**src/source/systime_cfg.svh**
```systemverilog
`ifndef SYSTIME_CFG_SVH
`define SYSTIME_CFG_SVH

// Time base and DAQ word layout
`define SYSTIME_BITS 64
`define DAQ_WORD_BITS 32
`define DAQ_TIME_BITS 56

// Rollover fires when this many low time bits are all ones
`define ROLLOVER_BITS 28
// LEDs step when this many low time bits are all zero
`define LED_SHIFT_BITS 22

// Host register map, byte addresses
`define AXIL_ADDR_BITS 4
`define ADDR_TIME_LO 4'h0
`define ADDR_TIME_HI 4'h4
`define ADDR_SET_LO 4'h8
`define ADDR_SET_HI 4'hC

// DAQ message type codes
`define DAQT_SYSTIME_SET 8'd32
`define DAQT_SYSTIME_ROLLOVER 8'd33

`endif

```
**src/source/systime_pkg.sv**
```systemverilog
`include "systime_cfg.svh"

package systime_pkg;

	// Free-running system time
	typedef logic [`SYSTIME_BITS-1:0] systime_t;

	// One word on the DAQ outlet, also the AXI data width
	typedef logic [`DAQ_WORD_BITS-1:0] daq_word_t;

	// Which event a DAQ message reports
	typedef enum logic {
		SET,
		ROLLOVER
	} time_evt_t;

	// Notifier sequencing
	typedef enum logic [1:0] {
		IDLE,
		WAIT_GRANT,
		SEND_LOWER
	} notify_state_t;

endpackage

```
**src/source/daq_notify_fsm.sv**
```systemverilog
module daq_notify_fsm (
	input logic clk,
	input logic arst_n,
	input logic pending,
	input logic daq_grant,
	output logic load,
	output logic send_upper,
	output logic send_lower,
	output logic daq_req
);
	import systime_pkg::*;

	notify_state_t state;
	notify_state_t state_next;

	always_comb begin
		state_next = state;
		case (state)
		IDLE: begin
			if (pending)
				state_next = WAIT_GRANT;
		end
		WAIT_GRANT: begin
			if (daq_grant)
				state_next = SEND_LOWER;
		end
		SEND_LOWER: state_next = IDLE;	// Lower word always follows the upper one
		default: state_next = IDLE;
		endcase
	end

	always_ff @(posedge clk or negedge arst_n) begin
		if (!arst_n)
			state <= IDLE;
		else
			state <= state_next;
	end

	// Moving the slot to the send latch frees it for the next event
	assign load = state == IDLE && pending;

	// Request stays up for as long as the collector keeps us waiting
	assign daq_req = state == WAIT_GRANT;

	assign send_upper = state == WAIT_GRANT && daq_grant;
	assign send_lower = state == SEND_LOWER;

endmodule

```
**src/source/daq_word_builder.sv**
```systemverilog
`include "systime_cfg.svh"

module daq_word_builder (
	input logic clk,
	input logic arst_n,
	input logic set_evt,
	input logic roll_evt,
	input systime_pkg::systime_t evt_time,
	input logic load,
	input logic send_upper,
	input logic send_lower,
	output logic pending,
	output systime_pkg::daq_word_t daq_data,
	output logic daq_valid,
	output logic daq_end
);
	import systime_pkg::*;

	// Type code fills what the upper time bits leave of the first word
	localparam int TYPE_BITS = 2 * `DAQ_WORD_BITS - `DAQ_TIME_BITS;

	logic new_evt;
	time_evt_t pend_kind;
	logic [`DAQ_TIME_BITS-1:0] pend_time;
	time_evt_t send_kind;
	logic [`DAQ_TIME_BITS-1:0] send_time;
	logic [TYPE_BITS-1:0] type_code;
	daq_word_t upper_word;
	daq_word_t lower_word;

	assign new_evt = set_evt | roll_evt;

	// An event that arrives together with load stays pending
	always_ff @(posedge clk or negedge arst_n) begin
		if (!arst_n)
			pending <= 1'b0;
		else if (new_evt)
			pending <= 1'b1;
		else if (load)
			pending <= 1'b0;
	end

	always_ff @(posedge clk) begin
		if (new_evt) begin
			pend_kind <= set_evt ? SET : ROLLOVER;	// Newest event replaces the older one
			pend_time <= evt_time[`DAQ_TIME_BITS-1:0];
		end
		if (load) begin
			send_kind <= pend_kind;
			send_time <= pend_time;
		end
	end

	assign type_code = send_kind == SET ? `DAQT_SYSTIME_SET : `DAQT_SYSTIME_ROLLOVER;
	assign upper_word = {type_code, send_time[`DAQ_TIME_BITS-1:`DAQ_WORD_BITS]};
	assign lower_word = send_time[`DAQ_WORD_BITS-1:0];

	always_ff @(posedge clk or negedge arst_n) begin
		if (!arst_n) begin
			daq_valid <= 1'b0;
			daq_end <= 1'b0;
		end else begin
			daq_valid <= send_upper | send_lower;
			daq_end <= send_lower;	// Lower word closes the message
		end
	end

	always_ff @(posedge clk) begin
		if (send_upper)
			daq_data <= upper_word;
		else if (send_lower)
			daq_data <= lower_word;
	end

endmodule

```
**src/source/systime_axil_regs.sv**
```systemverilog
`include "systime_cfg.svh"

module systime_axil_regs (
	input logic clk,
	input logic arst_n,
	input logic [`AXIL_ADDR_BITS-1:0] s_awaddr,
	input logic s_awvalid,
	output logic s_awready,
	input systime_pkg::daq_word_t s_wdata,
	input logic [3:0] s_wstrb,	// Registers are always written whole
	input logic s_wvalid,
	output logic s_wready,
	output logic [1:0] s_bresp,
	output logic s_bvalid,
	input logic s_bready,
	input logic [`AXIL_ADDR_BITS-1:0] s_araddr,
	input logic s_arvalid,
	output logic s_arready,
	output systime_pkg::daq_word_t s_rdata,
	output logic [1:0] s_rresp,
	output logic s_rvalid,
	input logic s_rready,
	input systime_pkg::systime_t systime,
	output systime_pkg::systime_t time_set,
	output logic time_set_en
);
	import systime_pkg::*;

	localparam logic [1:0] RESP_OKAY = 2'b00;
	localparam logic [1:0] RESP_SLVERR = 2'b10;

	logic wr_accept_next;
	logic wr_fire;
	logic wr_to_time;
	logic rd_fire;
	logic rd_pending;
	daq_word_t set_lo;	// Staged low word of the next time set
	daq_word_t snap_hi;	// High word frozen by the last TIME_LO read

	// ========================================================================
	// Write side
	// ========================================================================

	// Address and data are accepted together in a single cycle
	assign wr_accept_next = s_awvalid & s_wvalid & ~s_awready & ~s_bvalid;
	assign wr_fire = s_awvalid & s_awready & s_wvalid & s_wready;
	assign wr_to_time = s_awaddr == `ADDR_TIME_LO || s_awaddr == `ADDR_TIME_HI;

	always_ff @(posedge clk or negedge arst_n) begin
		if (!arst_n) begin
			s_awready <= 1'b0;
			s_wready <= 1'b0;
			s_bvalid <= 1'b0;
			s_bresp <= RESP_OKAY;
		end else begin
			s_awready <= wr_accept_next;
			s_wready <= wr_accept_next;
			if (wr_fire) begin
				s_bvalid <= 1'b1;
				s_bresp <= wr_to_time ? RESP_SLVERR : RESP_OKAY;	// Time is read-only
			end else if (s_bready) begin
				s_bvalid <= 1'b0;
			end
		end
	end

	always_ff @(posedge clk) begin
		if (wr_fire && s_awaddr == `ADDR_SET_LO)
			set_lo <= s_wdata;
	end

	// The high word write commits the whole value, counter loads on the next edge
	assign time_set = {s_wdata, set_lo};
	assign time_set_en = wr_fire && s_awaddr == `ADDR_SET_HI;

	// ========================================================================
	// Read side
	// ========================================================================

	assign rd_fire = s_arvalid & s_arready;
	assign rd_pending = rd_fire | (s_rvalid & ~s_rready);

	always_ff @(posedge clk or negedge arst_n) begin
		if (!arst_n) begin
			s_arready <= 1'b0;
			s_rvalid <= 1'b0;
		end else begin
			s_arready <= ~rd_pending;
			s_rvalid <= rd_pending;
		end
	end

	assign s_rresp = RESP_OKAY;

	// Reading the low word freezes the high word so the pair is coherent
	always_ff @(posedge clk) begin
		if (rd_fire) begin
			case (s_araddr)
			`ADDR_TIME_LO: begin
				s_rdata <= systime[`DAQ_WORD_BITS-1:0];
				snap_hi <= systime[`SYSTIME_BITS-1:`DAQ_WORD_BITS];
			end
			`ADDR_TIME_HI: s_rdata <= snap_hi;
			`ADDR_SET_LO: s_rdata <= set_lo;
			default: s_rdata <= '0;	// SET_HI is write-only
			endcase
		end
	end

endmodule

```
**src/source/systime_counter.sv**
```systemverilog
`include "systime_cfg.svh"

module systime_counter (
	input logic clk,
	input logic arst_n,
	input systime_pkg::systime_t time_set,
	input logic time_set_en,
	output systime_pkg::systime_t systime,
	output logic set_evt,
	output logic roll_evt,
	output systime_pkg::systime_t evt_time,
	output logic [7:0] leds
);
	import systime_pkg::*;

	logic led_step;
	logic roll_hit;

	assign led_step = systime[`LED_SHIFT_BITS-1:0] == '0;
	assign roll_hit = &systime[`ROLLOVER_BITS-1:0];

	// ========================================================================
	// Time base and LED chaser
	// ========================================================================

	always_ff @(posedge clk or negedge arst_n) begin
		if (!arst_n) begin
			systime <= '0;
			leds <= 8'b00000001;
		end else begin
			if (time_set_en)
				systime <= time_set;
			else
				systime <= systime + systime_t'(1);
			if (led_step)
				leds <= {leds[6:0], leds[7]};	// Rotate left
		end
	end

	// A set wins over a rollover that falls in the same cycle
	assign set_evt = time_set_en;
	assign roll_evt = ~time_set_en & roll_hit;

	// Set events carry the written value, rollovers the current count
	assign evt_time = time_set_en ? time_set : systime;

endmodule

```
**src/source/systime_top.sv**
```systemverilog
`include "systime_cfg.svh"

module systime_top (
	input logic clk,
	input logic arst_n,
	input logic [`AXIL_ADDR_BITS-1:0] s_awaddr,
	input logic s_awvalid,
	output logic s_awready,
	input systime_pkg::daq_word_t s_wdata,
	input logic [3:0] s_wstrb,
	input logic s_wvalid,
	output logic s_wready,
	output logic [1:0] s_bresp,
	output logic s_bvalid,
	input logic s_bready,
	input logic [`AXIL_ADDR_BITS-1:0] s_araddr,
	input logic s_arvalid,
	output logic s_arready,
	output systime_pkg::daq_word_t s_rdata,
	output logic [1:0] s_rresp,
	output logic s_rvalid,
	input logic s_rready,
	output logic [7:0] leds,
	output systime_pkg::daq_word_t daq_data,
	output logic daq_valid,
	output logic daq_end,
	output logic daq_req,
	input logic daq_grant
);
	import systime_pkg::*;

	systime_t systime;
	systime_t time_set;
	systime_t evt_time;
	logic time_set_en;
	logic set_evt;
	logic roll_evt;
	logic pending;
	logic load;
	logic send_upper;
	logic send_lower;

	// ========================================================================
	// Host port and time base
	// ========================================================================

	systime_axil_regs systime_axil_regs_inst (
		.clk(clk), .arst_n(arst_n),
		.s_awaddr(s_awaddr), .s_awvalid(s_awvalid), .s_awready(s_awready),
		.s_wdata(s_wdata), .s_wstrb(s_wstrb), .s_wvalid(s_wvalid), .s_wready(s_wready),
		.s_bresp(s_bresp), .s_bvalid(s_bvalid), .s_bready(s_bready),
		.s_araddr(s_araddr), .s_arvalid(s_arvalid), .s_arready(s_arready),
		.s_rdata(s_rdata), .s_rresp(s_rresp), .s_rvalid(s_rvalid), .s_rready(s_rready),
		.systime(systime), .time_set(time_set), .time_set_en(time_set_en)
	);

	systime_counter systime_counter_inst (
		.clk(clk), .arst_n(arst_n),
		.time_set(time_set), .time_set_en(time_set_en),
		.systime(systime),
		.set_evt(set_evt), .roll_evt(roll_evt), .evt_time(evt_time),
		.leds(leds)
	);

	// ========================================================================
	// DAQ notifier
	// ========================================================================

	daq_notify_fsm daq_notify_fsm_inst (
		.clk(clk), .arst_n(arst_n),
		.pending(pending), .daq_grant(daq_grant),
		.load(load), .send_upper(send_upper), .send_lower(send_lower),
		.daq_req(daq_req)
	);

	daq_word_builder daq_word_builder_inst (
		.clk(clk), .arst_n(arst_n),
		.set_evt(set_evt), .roll_evt(roll_evt), .evt_time(evt_time),
		.load(load), .send_upper(send_upper), .send_lower(send_lower),
		.pending(pending),
		.daq_data(daq_data), .daq_valid(daq_valid), .daq_end(daq_end)
	);

endmodule

```
**config.mk**
```make
export PLATFORM = sky130hd
export DESIGN_NAME = systime_top
export DESIGN_NICKNAME = d
export VERILOG_FILES = /design/src/source/systime_pkg.sv /design/src/source/daq_notify_fsm.sv /design/src/source/daq_word_builder.sv /design/src/source/systime_axil_regs.sv /design/src/source/systime_counter.sv /design/src/source/systime_top.sv
export VERILOG_INCLUDE_DIRS = /design/src /design/src/source
export SDC_FILE = /design/constraint.sdc
export NUM_CORES = 1
export LEC_CHECK = 0
export ABC_AREA = 1
export BUFFER_PORTS_ARGS = -buffer_cell sky130_fd_sc_hd__buf_2
export CORE_ASPECT_RATIO = 1.2
export CORE_MARGIN = 3
export CORE_UTILIZATION = 27
export DETAILED_ROUTE_END_ITERATION = 12
export PLACE_DENSITY = 0.48
export SLEW_MARGIN = 20
export SYNTH_ARGS = -nofsm -noshare
export SYNTH_HDL_FRONTEND = slang
export SYNTH_HIERARCHICAL = 1
export SYNTH_SLANG_ARGS = --single-unit
```
**constraint.sdc**
```tcl
create_clock -name clk -period 4.6 [get_ports clk]
set_input_delay 1.38 -clock clk [delete_from_list [all_inputs] [get_ports clk]]
set_output_delay 1.38 -clock clk [all_outputs]
set_load 0.02 [all_outputs]
```
==> results.md, run 1 <==
* Status: finished, final reports clean
* Initial Util at 27.4%
* Final Util at 31.6%
* Fin Setup TNS at 0 ns
* Placed inst area at 15,900 µm²
* Area of the mapped netlist at 14,800 µm²
* Final Cycle Share at 64.7%
* Psw at 1.94 mW
* Initial antenna violation count at 1
* WL per Instance at 19.3 µm
* Setup crit end kind: flop
* Global-route wire length before repair at 65,300 µm
* Arrival time worst endpoint at 3.15 ns
* Clk pwr share at 38.4%
* Largest net degree at the start of global routing at 72
* Met3 wire len at 1870 µm
* Clock Latency Late Sink at 0.53 ns
* DP Worst Slack at 1.01 ns
* Post-DP HPWL at 31,800 µm
* Port buffer count at 128
* FF-to-FF Start: systime_counter_inst/systime[0]
* Crit path to: daq_word_builder_inst/pend_time[24]
* Peak supply drop at 0.200 mV
* CTS sink count at 324
* # rows at 93
* Post-Synthesis Cells at 1,433
* Hold WS at 0.416 ns
* Die Ht at 262 µm
* Design area at 17,000 µm²
* H-tree level count at 2
* Buffer count from post-CTS setup fixing at 0
* Crit path time final at 2.97 ns
* Switching Share at 26.4%
* Req. time, crit path at 4.78 ns
* Core area at 53,900 µm²
* DRT met1 WL at 18,400 µm
* Max_cap viols at 0
* P per Cell Area at 431 nW/µm²
* Most common cell after layout, fill and taps aside: nand2_1
* Max frequency at 0.336 GHz
* Post-CTS sizing at 0
* Clock skew at 0.0185 ns
* Syn_area_per_cell at 10.3 µm²
* Hold-fix buffers, CTS at 0
* Worst Slack Setup Final at 1.63 ns
* Final hold vios at 0
* Layout cells sized above 1 at 19.8%
* Final #Nets at 1,581
* GRT Overall Usage at 15.1%
* TritonCTS Buffers at 35
* Area Growth Syn to Fin at 15.2%
* Root Buffer: clkbuf_16
* Total gr overflow at 0
* Met2 Routed Length at 21,700 µm
* Routed Antenna Nets at 0
* Die X at 220 µm
* Comb pwr share at 11.4%
* Vias at 10,254
* Max_slew headroom at 28.9%
* Startpoint class of the critical path: input pin
* Io pins at 136
* Slew at the pin closest to its max-slew limit at 1.06 ns
* Leak pwr at 6.61 nW
* Die area at 57,600 µm²
* Synth warnings at 6
* Top sig layer: met4
* R2R cell count at 10
* Clock Pin Slew Worst Setup and Hold Paths at 0.06 ns
* Setup Crit Path Kind: input pin to flop
* Final setup viols at 0
* Pins Over Slew Limit at 0
* Reg2reg end: daq_word_builder_inst/pend_time[46]
* Drt pass-1 iters at 5
* CTS tree: done
* CP Max Fanout at 71
* Vias in the first global route at 10,113
* Vias per Instance at 4.53
* Most frequent cells in the layout: nand2_1, edfxtp_1, nand3_1, nor2_1, buf_2
* Drt total wl at 43,700 µm
* Final Wtd Congestion at 0.905
* Clock buffer depth at 3
* HP Class: flop to flop
* Internal at 5.40 mW
* Initial DRC count at 788
* Unrepaired setup endpoints after global routing: no
* Sequential power share at 50.2%
* Critical Path Source: s_awaddr[1]
* Post-route DRC at 0
* Reg2reg setup slack at 1.68 ns
[worst max-delay path, stage by stage]
cell,delay (ns)
buf_2,0.10
nor2_1,0.13
nand3_1,0.20
nor2_4,0.25
buf_4,0.62
o21ai_0,0.41
[metal layers]
metal | GRT usage [%] | vias up
met3 | 2.72 | 65
met1 | 18.7 | 4987
met5 | 0 | -
met2 | 25.8 | 211
met4 | 6.29 | 0
li1 | - | 4991
[power groups by stage]
stage	Sequential [mW]	Clock (mW)	Combinational (mW)
final	3.68	2.81	0.837
after floorplan	3.83	0	0.437
after detailed placement	3.75	0	0.860
after global routing	3.72	3.03	0.933
after CTS	3.69	2.92	0.862
after global placement	3.74	0	0.851
[flip-flops by register name (all words and copies together) (netlist names), 2 cells and up]
signal and count:
daq_word_builder_inst/daq_data 32, systime_counter_inst/leds 8, daq_word_builder_inst/pend_time 56, systime_counter_inst/systime 64, daq_word_builder_inst/send_time 56, systime_axil_regs_inst/s_rdata 32, systime_axil_regs_inst/snap_hi 32, systime_axil_regs_inst/set_lo 32
daq_notify_fsm_inst/state 2
[how the worst min path moves through the flow]
stage	slack [ns]	startpoint	to	depth (start not counted)
detailed placement	0.40	daq_word_builder_inst/pend_kind	daq_word_builder_inst/send_kind	0
CTS	0.42	daq_word_builder_inst/pend_kind	daq_word_builder_inst/send_kind	0
finish	0.42	daq_word_builder_inst/pend_kind	daq_word_builder_inst/send_kind	0
floorplan	0.40	daq_word_builder_inst/pend_kind	daq_word_builder_inst/send_kind	0
global route	0.42	daq_word_builder_inst/pend_time[7]	daq_word_builder_inst/send_time[7]	0
global placement	0.40	daq_word_builder_inst/pend_time[4]	daq_word_builder_inst/send_time[4]	0
[area by class of cell]
| class | count | area (µm²) |
|---|---|---|
| fillers | 5490 | 36900 |
| flip-flops and latches | 324 | 9320 |
| multi-input cells | 898 | 4410 |
| clock buffers | 44 | 920 |
| well taps | 712 | 891 |
| repair buffers | 143 | 793 |
| inverters | 125 | 475 |
| clock inverters | 18 | 211 |
| diodes | 1 | 2.50 |
[through the flow]
stage          total power, mW  std cells
2_1_floorplan             4.27       1435
3_3_place_gp              4.59       2202
3_5_place_dp              4.61       2202
4_1_cts                   7.47       2264
5_1_grt                   7.69       2264
6_report                  7.33       2265
No activity file was read; power rests on OpenSTA's default activity.
==> run 2: changes to the inputs <==
- PLACE_DENSITY: 0.48 -> 0.49
- clock period: 4.6 -> 2.7 ns (I/O delays scaled with it)
==> results.md, run 2 (synthesis gave the netlist of run 1 again) <==
* Root Buffer: clkbuf_16
* Clock Latency Late Sink at 0.53 ns (about the same)
* Critical Path Source: systime_counter_inst/systime[1]
* Max frequency at 0.428 GHz
* Number of flip-flops under the largest register name at 64 (unchanged)
* Met2 Routed Length at 23,300 µm (+7.6%)
* Tot Pwr at 12.8 mW (+74%)
* Most common cell after layout, fill and taps aside: nand2_1
* Drt total wl at 45,600 µm (+4.3%)
* FF-to-FF Start: systime_counter_inst/systime[1]
* CTS tree: done
* Clock buffer depth at 3 (unchanged)
* Clock Pin Slew Worst Setup and Hold Paths at 0.06 ns (about the same)
* Peak supply drop at 0.330 mV (+65%)
* HP Class: input pin to asynchronous set/reset pin
* Unrepaired setup endpoints after global routing: no
* Dpl cells at 2,232 (+1.4%)
* Clock skew at 0.0251 ns (+0.00658 ns)
* Req. time, crit path at 2.89 ns (-1.89 ns)
* Pins Over Slew Limit at 0 (unchanged)
* Total gr overflow at 0 (unchanged)
* Final Wtd Congestion at 0.930 (+2.7%)
* Hold-fix buffers, CTS at 0 (unchanged)
* Max_slew headroom at 38.6% (+9.7 points)
* Largest Register: systime_counter_inst/systime
* Met3 wire len at 1560 µm (-17%)
* Final hold vios at 0 (unchanged)
* Critical path cell sequence: ha_1 -> nand3_1 -> inv_1 -> nand2_2 -> nor2_1 -> inv_1 -> nor3_4 -> nor2_2 -> clkinvlp_4 -> buf_12
* Vias in the first global route at 10,538 (+4.2%)
* Routed Antenna Nets at 0 (unchanged)
* Buffer count from post-CTS setup fixing at 0 (unchanged)
* Port buffer count at 128 (unchanged)
* Slew at the pin closest to its max-slew limit at 0.920 ns (-0.143 ns)
* Initial DRC count at 604 (-23%)
* Startpoint class of the critical path: flop
* Die area at 57,600 µm² (unchanged)
* Crit path time final at 2.34 ns
* Area Growth Syn to Fin at 18.3%
* Post-route DRC at 0 (unchanged)
* Largest regs: systime_counter_inst/systime x64, daq_word_builder_inst/pend_time x56, daq_word_builder_inst/send_time x56
* Vias per Instance at 4.55 (+0.54%)
* Die X at 220 µm (unchanged)
* Setup Crit Path Kind: flop to flop
* Top sig layer: met5
* Io pins at 136 (unchanged)
* CTS sink count at 324 (unchanged)
* Finished Layout Cells at 2,297 (+1.4%)
* Initial Util at 27.4% (unchanged)
* GRT Overall Usage at 15.7% (+0.54 points)
* Design area at 17,500 µm² (+2.6%)
* Core area at 53,900 µm² (unchanged)
* P per Cell Area at 731 nW/µm² (+70%)
* Post-CTS sizing at 0 (unchanged)
* TritonCTS Buffers at 36 (+2.9%)
* Initial antenna violation count at 3 (+2)
* Setup crit end kind: flop
* Status: finished, final reports clean
* # rows at 93 (unchanged)
* Post-DP HPWL at 33,500 µm (+5.3%)
* Die Ht at 262 µm (unchanged)
* Crit-path max cell delay at 0.38 ns (-0.24 ns)
* Leak pwr at 6.83 nW (+3.2%)
* CP Max Fanout at 44 (-38%)
* Layout cells sized above 1 at 21.6% (+1.7 points)
* Crit-path slowest cell: dfrtp_1
* WL per Instance at 19.8 µm (+2.9%)
* Max_cap viols at 0 (unchanged)
* Global-route wire length before repair at 67,600 µm (+3.6%)
* Arrival time worst endpoint at 2.52 ns (-0.63 ns)
* Most frequent cells in the layout: nand2_1, edfxtp_1, nand3_1, nor2_1, buf_2
* H-tree level count at 2 (unchanged)
* Vias at 10,455 (+2.0%)
* Final #Nets at 1,612 (+2.0%)
* Final setup viols at 0 (unchanged)
* Final Cycle Share at 86.6%
* Drt pass-1 iters at 5 (unchanged)
* Cell mode on critical path: inv_1
* Placed inst area at 16,300 µm² (+2.4%)
* Largest net degree at the start of global routing at 66 (-8.3%)
* DRT met1 WL at 19,700 µm (+7.3%)
[run 2: changes by cell type in the layout (fill, tap and decap cells not counted), moves of 2 or more]
cell	previous run	this run
buf_4	13	32
clkinvlp_4	1	4
clkbuf_16	35	37
nor2_2	10	12
clkinv_4	3	0
clkinv_1	3	5
buf_12	3	14
inv_6	3	1
nor2_1	148	146
[run 2: area by class of cell]
type                            instances  area [µm²]
Clock buffer                           46         970
Sequential cell                       324        9320
Antenna cell                            1        2.50
Inverter                              125         478
Tap cell                              712         891
Clock inverter                         18         220
Fill cell                            5556       36400
Timing Repair Buffer                  173        1160
Multi-Input combinational cell        898        4440
[run 2: path summary, 6_finish.rpt]
path	cells past startpoint	slack, ns	to
setup / recovery	10	0.36	daq_word_builder_inst/pend_time[11]
hold / removal	1	0.15	systime_counter_inst/systime[54]
setup reg to reg	10	0.36	daq_word_builder_inst/pend_time[11]
hold reg to reg	0	0.42	daq_word_builder_inst/send_time[55]
max in group asynchronous	2	1.83	systime_counter_inst/systime[8]
min in group clk	0	0.42	daq_word_builder_inst/send_time[55]
[run 2: metrics by stage]
stage	worst slack (ns)	TNS [ns]	hold WS [ns]	utilization (%)
after floorplan	-0.285	-20.15	0.400	-
after CTS	0.325	0	0.140	32.4
final	0.363	0	0.151	32.4
after detailed placement	0.184	0	0.405	30.2
after global routing	0.239	0	0.155	32.4
after global placement	0.197	0	0.403	30.2
[run 2: metal layers]
layer	global-route usage, %	vias to the layer above
met5	0	-
met1	19.9	5135
met2	27.7	208
met3	2.26	59
met4	4.00	4
li1	-	5049
[run 2: power by group]
part           switching, mW  internal (mW)  leakage [nW]
logic                   1.08          0.448          2.95
clock network           1.98           3.02         0.578
registers              0.272           5.97          3.29
total                   3.33           9.44          6.83
[run 2: critical path: cells and delay by family, from the launching register on]
family / cells / cell delay, ns
fa+ha+maj: 1 / 0.21
flops: 1 / 0.38
simple gates: 5 / 0.74
buf+inv: 4 / 0.59
